<file path="src/common/filter_cond_defines.svh">
// Width, FIFO depth and threshold macros, plus packet field positions
`ifndef FILTER_COND_DEFINES_SVH
`define FILTER_COND_DEFINES_SVH

`define FC_DATA_W      32
`define FC_ROUTE_W     4
`define FC_FIFO_DEPTH  16
`define FC_PROG_THRESH 8

// Packed packet: data, route_to, seq_src, seq_done, is_control
`define FC_PKT_W (`FC_DATA_W + 2 * `FC_ROUTE_W + 2)

// Field positions inside the packed packet
`define FC_IS_CTRL_BIT   0
`define FC_SEQ_DONE_BIT  1
`define FC_SEQ_SRC_LSB   2
`define FC_ROUTE_TO_LSB  (`FC_SEQ_SRC_LSB + `FC_ROUTE_W)
`define FC_DATA_LSB      (`FC_ROUTE_TO_LSB + `FC_ROUTE_W)

`endif

</file>
<file path="src/common/filter_cond_pkg.sv">
// Filter-condition types: data, route and packet vectors, operator and run state enums
`include "filter_cond_defines.svh"

package filter_cond_pkg;

    // ---------------------------------------------------------
    // Vector types
    // ---------------------------------------------------------
    // Packet data word
    typedef logic [`FC_DATA_W-1:0] fc_data_t;

    // Destination or source id
    typedef logic [`FC_ROUTE_W-1:0] fc_route_t;

    // Whole packet as it sits in a FIFO
    typedef logic [`FC_PKT_W-1:0] fc_packet_t;

    // ---------------------------------------------------------
    // Enums
    // ---------------------------------------------------------
    // Compare operator, data against configured value
    typedef enum logic [1:0] {
        FC_OP_EQ = 2'd0,
        FC_OP_NE = 2'd1,
        FC_OP_LT = 2'd2,
        FC_OP_GT = 2'd3
    } fc_op_e;

    // Run sequence
    typedef enum logic [2:0] {
        FC_RESET      = 3'd0,
        FC_IDLE       = 3'd1,
        FC_SETUP_REQ  = 3'd2,
        FC_SETUP_WAIT = 3'd3,
        FC_BUSY       = 3'd4,
        FC_DRAIN      = 3'd5,
        FC_DONE       = 3'd6
    } fc_state_e;

endpackage : filter_cond_pkg

</file>
<file path="src/rtl/packet_fifo.sv">
// Synchronous FIFO with registered read data, valid, empty, full and prog_full
`timescale 1ns/1ns
`include "filter_cond_defines.svh"

module packet_fifo #(
    parameter int DEPTH       = `FC_FIFO_DEPTH,
    parameter int WIDTH       = `FC_PKT_W,
    parameter int PROG_THRESH = `FC_PROG_THRESH
) (
    input  logic             ap_clk,
    input  logic             areset_generator,
    input  logic             wr_en,
    input  logic [WIDTH-1:0] din,
    input  logic             rd_en,
    output logic [WIDTH-1:0] dout,
    output logic             valid,
    output logic             empty,
    output logic             full,
    output logic             prog_full
);

    localparam int PTR_W = $clog2(DEPTH);
    localparam int CNT_W = $clog2(DEPTH + 1);

    logic [WIDTH-1:0] mem [DEPTH];
    logic [PTR_W-1:0] wr_ptr;
    logic [PTR_W-1:0] rd_ptr;
    logic [CNT_W-1:0] count;

    // Flags straight off the count
    assign empty     = (count == '0);
    assign full      = (count == CNT_W'(DEPTH));
    assign prog_full = (count >= CNT_W'(PROG_THRESH));

    always_ff @(posedge ap_clk) begin
        if (areset_generator) begin
            wr_ptr <= '0;
            rd_ptr <= '0;
            count  <= '0;
            valid  <= 1'b0;
        end else begin
            valid <= rd_en;
            if (wr_en) begin
                wr_ptr <= wr_ptr + 1'b1;
            end
            if (rd_en) begin
                rd_ptr <= rd_ptr + 1'b1;
            end
            case ({wr_en, rd_en})
                2'b10:   count <= count + 1'b1;
                2'b01:   count <= count - 1'b1;
                default: count <= count;
            endcase
        end
    end

    // Storage and read data
    always_ff @(posedge ap_clk) begin
        if (wr_en) begin
            mem[wr_ptr] <= din;
        end
        if (rd_en) begin
            dout <= mem[rd_ptr];
        end
    end

    assert property (@(posedge ap_clk) disable iff (areset_generator)
        !(wr_en && full) && !(rd_en && empty))
        else $error("packet_fifo overflow or underflow");

endmodule : packet_fifo

</file>
<file path="src/filter_cond/filter_cond_fsm.sv">
// Run state machine: setup request, config wait, busy, drain and done
`timescale 1ns/1ns

module filter_cond_fsm
    import filter_cond_pkg::*;
(
    input  logic ap_clk,
    input  logic areset_generator,
    input  logic start,
    input  logic config_valid,
    input  logic seq_end_seen,
    input  logic pipe_empty,
    input  logic fifos_empty,
    output logic config_req,
    output logic load_config,
    output logic clear_config,
    output logic run_active,
    output logic done
);

    fc_state_e current_state;
    fc_state_e next_state;

    // ---------------------------------------------------------
    // State register
    // ---------------------------------------------------------
    always_ff @(posedge ap_clk) begin
        if (areset_generator) begin
            current_state <= FC_RESET;
        end else begin
            current_state <= next_state;
        end
    end

    always_comb begin
        next_state = current_state;
        case (current_state)
            FC_RESET: begin
                next_state = FC_IDLE;
            end
            FC_IDLE: begin
                if (start) begin
                    next_state = FC_SETUP_REQ;
                end
            end
            FC_SETUP_REQ: begin
                next_state = FC_SETUP_WAIT;
            end
            FC_SETUP_WAIT: begin
                if (config_valid) begin
                    next_state = FC_BUSY;
                end
            end
            FC_BUSY: begin
                // Sequence end closes the input side of the run
                if (seq_end_seen) begin
                    next_state = FC_DRAIN;
                end
            end
            FC_DRAIN: begin
                if (pipe_empty && fifos_empty) begin
                    next_state = FC_DONE;
                end
            end
            FC_DONE: begin
                next_state = FC_IDLE;
            end
            default: begin
                next_state = FC_RESET;
            end
        endcase
    end

    // ---------------------------------------------------------
    // Registered outputs
    // ---------------------------------------------------------
    always_ff @(posedge ap_clk) begin
        if (areset_generator) begin
            config_req   <= 1'b0;
            load_config  <= 1'b0;
            clear_config <= 1'b0;
            run_active   <= 1'b0;
            done         <= 1'b0;
        end else begin
            // One cycle after entering setup request
            config_req   <= (current_state == FC_SETUP_REQ);
            // High for the whole wait, the last capture is the config_valid cycle
            load_config  <= (next_state == FC_SETUP_WAIT);
            run_active   <= (next_state == FC_BUSY) || (next_state == FC_DRAIN);
            clear_config <= (next_state == FC_DONE);
            done         <= (next_state == FC_DONE);
        end
    end

    assert property (@(posedge ap_clk) disable iff (areset_generator)
        !(done && config_req))
        else $error("done and config_req high together");

endmodule : filter_cond_fsm

</file>
<file path="src/filter_cond/filter_cond_pipeline.sv">
// Three-stage compare, route and split pipeline with input pop gating
`timescale 1ns/1ns
`include "filter_cond_defines.svh"

module filter_cond_pipeline
    import filter_cond_pkg::*;
(
    input  logic       ap_clk,
    input  logic       areset_generator,
    input  logic       load_config,
    input  logic       clear_config,
    input  logic       run_active,
    input  fc_op_e     cfg_op,
    input  fc_data_t   cfg_value,
    input  logic       cfg_invert,
    input  logic       cfg_conditional,
    input  fc_route_t  cfg_route_if,
    input  fc_route_t  cfg_route_else,
    input  fc_packet_t in_pkt,
    input  logic       in_pkt_valid,
    input  logic       in_empty,
    input  logic       engine_prog_full,
    input  logic       control_prog_full,
    output logic       in_pop,
    output logic       engine_wr,
    output logic       control_wr,
    output fc_packet_t out_pkt,
    output logic       seq_end_seen,
    output logic       pipe_empty
);

    // Held configuration
    fc_op_e    op_q;
    fc_data_t  value_q;
    logic      invert_q;
    logic      conditional_q;
    fc_route_t route_if_q;
    fc_route_t route_else_q;

    // Stage registers
    logic       s1_valid;
    fc_packet_t s1_pkt;
    logic       s2_valid;
    fc_packet_t s2_pkt;
    logic       s2_pass;

    logic      op_result;
    fc_data_t  s1_data;
    logic      s2_seq_done;
    fc_route_t s2_route_to;
    fc_route_t s2_seq_src;
    fc_route_t keep_route;

    // ---------------------------------------------------------
    // Configuration hold
    // ---------------------------------------------------------
    always_ff @(posedge ap_clk) begin
        if (areset_generator || clear_config) begin
            op_q          <= FC_OP_EQ;
            value_q       <= '0;
            invert_q      <= 1'b0;
            conditional_q <= 1'b0;
            route_if_q    <= '0;
            route_else_q  <= '0;
        end else if (load_config) begin
            op_q          <= cfg_op;
            value_q       <= cfg_value;
            invert_q      <= cfg_invert;
            conditional_q <= cfg_conditional;
            route_if_q    <= cfg_route_if;
            route_else_q  <= cfg_route_else;
        end
    end

    // Stall on either output nearing full so the in-flight packets still fit
    assign in_pop = run_active && !in_empty && !engine_prog_full && !control_prog_full;

    // ---------------------------------------------------------
    // Stage 1 and 2
    // ---------------------------------------------------------
    assign s1_data = s1_pkt[`FC_DATA_LSB +: `FC_DATA_W];

    always_comb begin
        case (op_q)
            FC_OP_EQ: op_result = (s1_data == value_q);
            FC_OP_NE: op_result = (s1_data != value_q);
            FC_OP_LT: op_result = (s1_data < value_q);
            FC_OP_GT: op_result = (s1_data > value_q);
            default:  op_result = 1'b0;
        endcase
    end

    always_ff @(posedge ap_clk) begin
        if (areset_generator) begin
            s1_valid <= 1'b0;
            s2_valid <= 1'b0;
        end else begin
            s1_valid <= in_pkt_valid;
            s2_valid <= s1_valid;
        end
    end

    always_ff @(posedge ap_clk) begin
        s1_pkt  <= in_pkt;
        s2_pkt  <= s1_pkt;
        s2_pass <= op_result ^ invert_q;
    end

    // ---------------------------------------------------------
    // Stage 3 keep, route and split
    // ---------------------------------------------------------
    assign s2_seq_done = s2_pkt[`FC_SEQ_DONE_BIT];
    assign s2_route_to = s2_pkt[`FC_ROUTE_TO_LSB +: `FC_ROUTE_W];
    assign s2_seq_src  = s2_pkt[`FC_SEQ_SRC_LSB +: `FC_ROUTE_W];

    always_comb begin
        keep_route = s2_route_to;
        if (conditional_q) begin
            keep_route = s2_pass ? route_if_q : route_else_q;
        end
    end

    // Sequence end goes back to its source as a control packet
    always_comb begin
        out_pkt = s2_pkt;
        if (s2_seq_done) begin
            out_pkt[`FC_ROUTE_TO_LSB +: `FC_ROUTE_W] = s2_seq_src;
            out_pkt[`FC_IS_CTRL_BIT]                 = 1'b1;
        end else begin
            out_pkt[`FC_ROUTE_TO_LSB +: `FC_ROUTE_W] = keep_route;
            out_pkt[`FC_IS_CTRL_BIT]                 = 1'b0;
        end
    end

    assign control_wr   = s2_valid && s2_seq_done;
    assign engine_wr    = s2_valid && !s2_seq_done && (conditional_q || s2_pass);
    assign seq_end_seen = control_wr;
    assign pipe_empty   = !in_pkt_valid && !s1_valid && !s2_valid;

    assert property (@(posedge ap_clk) disable iff (areset_generator)
        !(engine_wr && control_wr))
        else $error("engine and control write in the same cycle");

endmodule : filter_cond_pipeline

</file>
<file path="src/filter_cond/filter_cond_top.sv">
// Filter-condition engine top: input, engine and control FIFOs, run FSM and pipeline
`timescale 1ns/1ns
`include "filter_cond_defines.svh"

module filter_cond_top
    import filter_cond_pkg::*;
(
    input  logic      ap_clk,
    input  logic      areset_generator,
    input  logic      start,
    input  logic      config_valid,
    input  fc_op_e    cfg_op,
    input  fc_data_t  cfg_value,
    input  logic      cfg_invert,
    input  logic      cfg_conditional,
    input  fc_route_t cfg_route_if,
    input  fc_route_t cfg_route_else,
    input  logic      in_valid,
    input  fc_data_t  in_data,
    input  fc_route_t in_route_to,
    input  fc_route_t in_seq_src,
    input  logic      in_seq_done,
    input  logic      engine_rd_en,
    input  logic      control_rd_en,
    output logic      config_req,
    output logic      in_full,
    output logic      engine_valid,
    output fc_data_t  engine_data,
    output fc_route_t engine_route_to,
    output logic      control_valid,
    output fc_route_t control_route_to,
    output fc_data_t  control_data,
    output logic      done
);

    fc_packet_t in_din;
    fc_packet_t in_dout;
    fc_packet_t out_pkt;
    fc_packet_t engine_dout;
    fc_packet_t control_dout;

    logic in_pop, in_pkt_valid, in_empty;
    logic engine_wr, engine_pop, engine_empty, engine_prog_full;
    logic control_wr, control_pop, control_empty, control_prog_full;
    logic load_config, clear_config, run_active;
    logic seq_end_seen, pipe_empty, fifos_empty;

    // ---------------------------------------------------------
    // Packing and unpacking
    // ---------------------------------------------------------
    assign in_din = {in_data, in_route_to, in_seq_src, in_seq_done, 1'b0};

    assign engine_data      = engine_dout[`FC_DATA_LSB +: `FC_DATA_W];
    assign engine_route_to  = engine_dout[`FC_ROUTE_TO_LSB +: `FC_ROUTE_W];
    assign control_data     = control_dout[`FC_DATA_LSB +: `FC_DATA_W];
    assign control_route_to = control_dout[`FC_ROUTE_TO_LSB +: `FC_ROUTE_W];

    // External pops only while data is there
    assign engine_pop  = engine_rd_en && !engine_empty;
    assign control_pop = control_rd_en && !control_empty;
    assign fifos_empty = in_empty && engine_empty && control_empty;

    // ---------------------------------------------------------
    // FIFOs
    // ---------------------------------------------------------
    packet_fifo #(
        .DEPTH(`FC_FIFO_DEPTH), .WIDTH(`FC_PKT_W), .PROG_THRESH(`FC_PROG_THRESH)
    ) u_in_fifo (
        .ap_clk(ap_clk), .areset_generator(areset_generator),
        .wr_en(in_valid), .din(in_din), .rd_en(in_pop),
        .dout(in_dout), .valid(in_pkt_valid), .empty(in_empty),
        .full(in_full), .prog_full()
    );

    packet_fifo #(
        .DEPTH(`FC_FIFO_DEPTH), .WIDTH(`FC_PKT_W), .PROG_THRESH(`FC_PROG_THRESH)
    ) u_engine_fifo (
        .ap_clk(ap_clk), .areset_generator(areset_generator),
        .wr_en(engine_wr), .din(out_pkt), .rd_en(engine_pop),
        .dout(engine_dout), .valid(engine_valid), .empty(engine_empty),
        .full(), .prog_full(engine_prog_full)
    );

    packet_fifo #(
        .DEPTH(`FC_FIFO_DEPTH), .WIDTH(`FC_PKT_W), .PROG_THRESH(`FC_PROG_THRESH)
    ) u_control_fifo (
        .ap_clk(ap_clk), .areset_generator(areset_generator),
        .wr_en(control_wr), .din(out_pkt), .rd_en(control_pop),
        .dout(control_dout), .valid(control_valid), .empty(control_empty),
        .full(), .prog_full(control_prog_full)
    );

    // ---------------------------------------------------------
    // Control and datapath
    // ---------------------------------------------------------
    filter_cond_fsm u_fsm (
        .ap_clk(ap_clk), .areset_generator(areset_generator),
        .start(start), .config_valid(config_valid), .seq_end_seen(seq_end_seen),
        .pipe_empty(pipe_empty), .fifos_empty(fifos_empty),
        .config_req(config_req), .load_config(load_config),
        .clear_config(clear_config), .run_active(run_active), .done(done)
    );

    filter_cond_pipeline u_pipeline (
        .ap_clk(ap_clk), .areset_generator(areset_generator),
        .load_config(load_config), .clear_config(clear_config), .run_active(run_active),
        .cfg_op(cfg_op), .cfg_value(cfg_value), .cfg_invert(cfg_invert),
        .cfg_conditional(cfg_conditional), .cfg_route_if(cfg_route_if),
        .cfg_route_else(cfg_route_else),
        .in_pkt(in_dout), .in_pkt_valid(in_pkt_valid), .in_empty(in_empty),
        .engine_prog_full(engine_prog_full), .control_prog_full(control_prog_full),
        .in_pop(in_pop), .engine_wr(engine_wr), .control_wr(control_wr),
        .out_pkt(out_pkt), .seq_end_seen(seq_end_seen), .pipe_empty(pipe_empty)
    );

endmodule : filter_cond_top

</file>
<file path="config.mk">
export PLATFORM = sky130hd
export DESIGN_NAME = filter_cond_top
export DESIGN_NICKNAME = d
export VERILOG_FILES = /design/src/common/filter_cond_pkg.sv /design/src/rtl/packet_fifo.sv /design/src/filter_cond/filter_cond_fsm.sv /design/src/filter_cond/filter_cond_pipeline.sv /design/src/filter_cond/filter_cond_top.sv
export VERILOG_INCLUDE_DIRS = /design/src /design/src/common
export SDC_FILE = /design/constraint.sdc
export NUM_CORES = 2
export LEC_CHECK = 0
export BUFFER_PORTS_ARGS = -buffer_cell sky130_fd_sc_hd__buf_2
export CORE_MARGIN = 1.5
export CORE_UTILIZATION = 40
export DETAILED_ROUTE_END_ITERATION = 12
export PLACE_DENSITY = 0.6
export RECOVER_POWER = 50
export SLEW_MARGIN = 20
export SYNTH_ARGS = -nofsm -noshare
export SYNTH_HDL_FRONTEND = slang
export SYNTH_HIERARCHICAL = 1
export SYNTH_SLANG_ARGS = --single-unit
export TNS_END_PERCENT = 1
</file>
<file path="constraint.sdc">
create_clock -name ap_clk -period 7.7 [get_ports ap_clk]
set_input_delay 1.155 -clock ap_clk [delete_from_list [all_inputs] [get_ports ap_clk]]
set_output_delay 1.155 -clock ap_clk [all_outputs]
set_load 0.005 [all_outputs]
</file>
* After elaboration in Yosys (flattened, before gate mapping)
Memory sizes are Yosys's and may differ from the RTL's. A register that Yosys moved wholly into a read port is not among the register bits. Index checks and enable logic that the tools add are counted.
Word-level totals: memories 3, RAM bits 2000, output and inout port bits 77, logic and storage cells 124, register bits after elaboration 222, bits of input ports 92
Cells by class: $add $sub $neg 12, bitwise logic cells 1, equality and inequality tests 22, muxes and demuxes 19, reductions and logical operators 34, magnitude comparators 4
Memory list:
- u_control_fifo.mem | depth 16, bits a word 42, rd ports 1, clocked after memory_dff 1, wr ports 1, line packet_fifo.sv:25 | logic [WIDTH-1:0] mem [DEPTH];
- u_engine_fifo.mem | depth 16, bits a word 42, rd ports 1, clocked after memory_dff 1, wr ports 1, line packet_fifo.sv:25
- u_in_fifo.mem | depth 16, bits a word 41, rd ports 1, clocked after memory_dff 1, wr ports 1, line packet_fifo.sv:25
Operators with widths (count):
- $eq A32 B32 Y1 | 1
- $gt A32 B32 Y1 | 1
- $lt A32 B32 Y1 | 1
- $ne A32 B32 Y1 | 1
- $pmux W5 S2 | 3
- $add A4 B1 Y4 const B | 6
- $eq A3 B3 Y1 const B | 6
- $pmux W3 S6 | 1
- $add A5 B1 Y5 const B | 3
- $logic_not A5 Y1 | 3
- $sub A5 B1 Y5 const B | 3
- $logic_and A1 B1 Y1 | 13
- $mux W3 | 4
- $mux W4 | 3
- $eq A2 B2 Y1 const B | 5
- $ge A5 B4 Y1 const B | 2
- $eq A3 B2 Y1 const B | 3
- $logic_not A1 Y1 | 9
- $eq A2 B1 Y1 const B | 4
- $mux W1 | 7
- $reduce_bool A2 Y1 | 3
- $eq A5 B5 Y1 const B | 1
- $pmux W1 S4 | 1
- $eq A3 B1 Y1 const B | 1
- 5 further kinds | 7

* Depth between registers and ports, before layout
depth in word-level cells 8, depth in mapped cells 13, mapped depth without buffers 10

* Modules after synthesis
The synthesis kept the hierarchy.
Modules (own cells, without submodules):
- packet_fifo | area each 27323.7 µm², times used 3, cells each 1077, seq. area each 21720.8 µm²
- filter_cond_pipeline | area each 4630.7 µm², times used 1, cells each 426, seq. area each 2582.5 µm²
- filter_cond_fsm | area each 295.3 µm², times used 1, cells each 29, seq. area each 140.1 µm²
- filter_cond_top | area each 22.5 µm², times used 1, cells each 4, seq. area each 0.0 µm²

* Worst setup path after synthesis
Ideal clock, no wire load.
path type register to register, from register u_in_fifo.count[2], to register u_in_fifo.count[4], period minus slack after synthesis 7827 ps, arrival time 7703 ps, buffers on the path 2, stages on the path, launching flop included 13, setup time 123 ps, required time 7577 ps, slack -127 ps, cell sequence dfxtp_1 -> clkbuf_1 -> or3_1 -> nor2_1 -> nor4b_1 -> ha_1 -> clkbuf_1 -> xor2_1 -> ha_1 -> nor2b_1 -> a22oi_1 -> a31oi_1 -> mux2_1
On the way: longest elaborated chain between the ends 7, elaborated cells between the ends (all ways) 11, those cells by class 2 x add/sub; 2 x eq/ne; 1 x mux; 6 x reduce/logical
Ends and longest elaborated chain:
- start: declaration | line packet_fifo.sv:28 | logic [CNT_W-1:0] count;
- start signal: assignment | line packet_fifo.sv:50 | 2'b10: count <= count + 1'b1;
- start signal: assignment | line packet_fifo.sv:51 | 2'b01: count <= count - 1'b1;
- start signal: assignment | line packet_fifo.sv:52 | default: count <= count;
- $logic_not A5 Y1 * | line packet_fifo.sv:31 | assign empty = (count == '0);
- net in_empty | line filter_cond_top.sv:42 | logic in_pop, in_pkt_valid, in_empty;
- $logic_not A1 Y1 * | line filter_cond_pipeline.sv:76 | assign in_pop = run_active && !in_empty && !engine_prog_full && !control_prog_full;
- $logic_and A1 B1 Y1 * (3 in series) | line filter_cond_pipeline.sv:76
- net in_pop | line filter_cond_top.sv:42
- $eq A2 B1 Y1 / $eq A2 B2 Y1 (equally long branches) | line packet_fifo.sv:49 | case ({wr_en, rd_en})
- $pmux W5 S2 / $reduce_bool A2 Y1 (equally long branches)
The timed path passes the listed nets; every way through them passes the cells marked *. A chain may end at the register's enable or synchronous reset.

* Worst setup path after layout
from input in_valid, to memory u_in_fifo/mem[8][15] (netlist name), enable pin
On the way: longest elaborated chain between the ends 2
Ends and longest elaborated chain:
- start: declaration | line filter_cond_top.sv:18 | input logic in_valid,
- $mux W1 | line packet_fifo.sv:59 | if (wr_en) begin
- $mux W1 (not written as such) | line packet_fifo.sv:60 | mem[wr_ptr] <= din;
- end: declaration | line packet_fifo.sv:25
No other way between the ends.

==> impl_metrics.json <==
{
  "core_area_um2": 195200,
  "status": "finished with violations",
  "final_period_minus_worst_setup_slack_ns": 4.392,
  "setup_repair_after_global_routing_missed_its_margin": "false",
  "route.vias.total": 34440,
  "syn-mean-instance-area_um2": 23.20,
  "grt_start_max_net_pins": 112,
  "global_route.overflow_total": 0,
  "synthesis.nets": 3543,
  "ctsResizeCount": 0,
  "worst_setup_hold_path_clk_slew_ns": 0.06,
  "cts_hold_repair.buffers": 0,
  "final_min_period_over_clock_period_pct": 57.05,
  "violations": "capacitance limit, slew limit",
  "cp.arrival_ns": 4.70,
  "mappedNetlistArea_um2": 78760,
  "root_buffer": "sky130_fd_sc_hd__clkbuf_16",
  "initialDrtViolationCount": 3194,
  "cap_violations": 7,
  "half_perimeter_wire_length_after_placement_um": 89870,
  "wire_length_of_the_first_global_routing_pass_um": 254600,
  "io_buffers": 168,
  "timing.setup.critical_path_class": "in -> reg",
  "final_antenna_net_count": 0,
  "fin_ws_ns": 3.308,
  "synthesis.instances": 3395,
  "timing.final.setup_violations": 0,
  "rrSetupSlack_ns": 3.54,
  "design.final.nets": 3777,
  "drive_above_1_share_pct": 29.36,
  "worst_skew_pair.late_latency_ns": 0.85,
  "grt_antenna_before_repair": 32,
  "timing.critical_path.fanout_max": 41,
  "final_routed_wire_length_divided_by_cell_count_um": 27.41,
  "starting_density_pct": 40.35,
  "p_leak_nw": 27.18,
  "placementRows": 162,
  "numCtsBuffers": 202,
  "tritoncts_clock_tree": "yes",
  "max_freq_mhz": 227.7,
  "dieHeight_um": 446.7,
  "clock_sinks": 2099,
  "maxSlewViolCount": 226,
  "detail_route.vias_per_cell": 5.348,
  "maxSlewHeadroom_pct": -159.5,
  "gpl.final_weighted_congestion": 0.7235,
  "critical_path_required_ns": 8.01,
  "post-route-drc-count": 0,
  "post-cts-setup-buffer-count": 0,
  "crit_path_end_kind": "register",
  "first_global_vias": 36080,
  "hold_path_class": "reg -> reg",
  "pre_cts_slack_ns": 3.910,
  "startpoint_type": "input port",
  "pin_count": 169,
  "skew_ns": 0.05691,
  "fill_cell_instance_count_of_the_final_layout": 16040,
  "finalCoreUtilization_pct": 45.57,
  "timing_worst_slew_pin_value_ns": 3.893,
  "worst_ir_drop_vdd_v": 0.0003253,
  "clockBufferDepth": 3,
  "grt.total_usage_pct": 17.85,
  "drt_pre_antenna_iters": 5,
  "dieArea_um2": 199600,
  "die_x_um": 446.7,
  "finalHoldViolations": 0,
  "final.setup.tns_ns": 0,
  "syn2layout_area_growth_pct": 12.94,
  "htree_levels": 4,
  "synth.yosys.warnings": 6,
  "power_per_cell_area_nw_per_um2": 253.4,
  "route.final.wire_length_um": 176500
}
[area by class of cell]
cell class	instances	area [um2]	area share, %
Antenna cell	11	27.53	0.03095
Inverter	44	165.2	0.1857
Clock inverter	109	1167	1.312
Timing Repair Buffer	233	1284	1.443
Tap cell	2624	3283	3.691
Clock buffer	271	5456	6.135
Sequential cell	2099	61290	68.91
Multi-Input combinational cell	1049	16270	18.29
[through the flow]
| stage | power, mW | hold WS (ns) | instances | area (um2) |
|---|---|---|---|---|
| 6_report | 22.54 | 0.2967 | 6440 | 88940 |
| 5_1_grt | 23.20 | 0.3108 | 6436 | 88930 |
| 4_1_cts | 22.75 | 0.2828 | 6429 | 89010 |
| 3_5_place_dp | 12.95 | 0.3184 | 6049 | 82380 |
| 3_3_place_gp | 12.94 | 0.3118 | 6049 | 82380 |
| 2_1_floorplan | 12.81 | 0.3096 | 3395 | 78760 |
[worst max-delay path, cell delays in order]
cell                       delay, ns
sky130_fd_sc_hd__clkbuf_1       0.30
sky130_fd_sc_hd__nand2_1        0.09
sky130_fd_sc_hd__nor2_1         0.20
sky130_fd_sc_hd__and2_2         0.17
sky130_fd_sc_hd__clkbuf_1       2.72
[final timing paths]
| check | cells after the start | from | to |
|---|---|---|---|
| setup / recovery | 5 | in_valid | u_in_fifo/mem[8][15] |
| hold / removal | 0 | u_in_fifo/dout[15] | u_pipeline/s1_pkt[15] |
| setup reg to reg | 4 | u_in_fifo/wr_ptr[3] | u_in_fifo/mem[8][15] |
| hold reg to reg | 0 | u_in_fifo/dout[15] | u_pipeline/s1_pkt[15] |
[state kept, by name (all words and copies together) (netlist names), 2 cells and up]
signal / cells
u_in_fifo/mem: 656
u_fsm/current_state: 3
u_pipeline/s2_pkt: 41
u_in_fifo/dout: 41
u_control_fifo/mem: 576
u_engine_fifo/wr_ptr: 4
u_control_fifo/dout: 36
u_control_fifo/wr_ptr: 4
u_engine_fifo/count: 5
u_in_fifo/wr_ptr: 4
u_pipeline/s1_pkt: 41
u_in_fifo/rd_ptr: 4
u_control_fifo/rd_ptr: 4
u_pipeline/route_if_q: 4
u_control_fifo/count: 5
u_pipeline/value_q: 32
u_in_fifo/count: 5
u_engine_fifo/rd_ptr: 4
u_engine_fifo/dout: 36
u_engine_fifo/mem: 576
u_pipeline/op_q: 2
u_pipeline/route_else_q: 4
[cells in the final DEF (no fill, tap or decap), drive strengths merged, types with 51 or more instances in the layout]
| cell | n |
|---|---|
| mux4 | 565 |
| inv | 51 |
| nor2 | 98 |
| dfxtp | 178 |
| ha | 56 |
| mux2i | 57 |
| buf | 182 |
| edfxtp | 1921 |
| clkinv | 83 |
| clkbuf | 322 |
[power by group]
part / total [mW] / switching (mW) / internal [mW]
logic: 0.272 / 0.171 / 0.101
clock network: 9.84 / 4.23 / 5.61
registers: 12.4 / 0.0345 / 12.4
total: 22.5 / 4.44 / 18.1
[per-layer routing]
| layer | part of all wire (%) | global-route usage, % | vias to the layer above |
|---|---|---|---|
| li1 | - | - | 14610 |
| met1 | 39 | 22.43 | 18710 |
| met2 | 53 | 31.31 | 874 |
| met3 | 5.2 | 3.256 | 234 |
| met4 | 2.3 | 5.569 | 14 |
| met5 | 0.050 | 0 | - |
No activity file was read; power rests on OpenSTA's default activity.
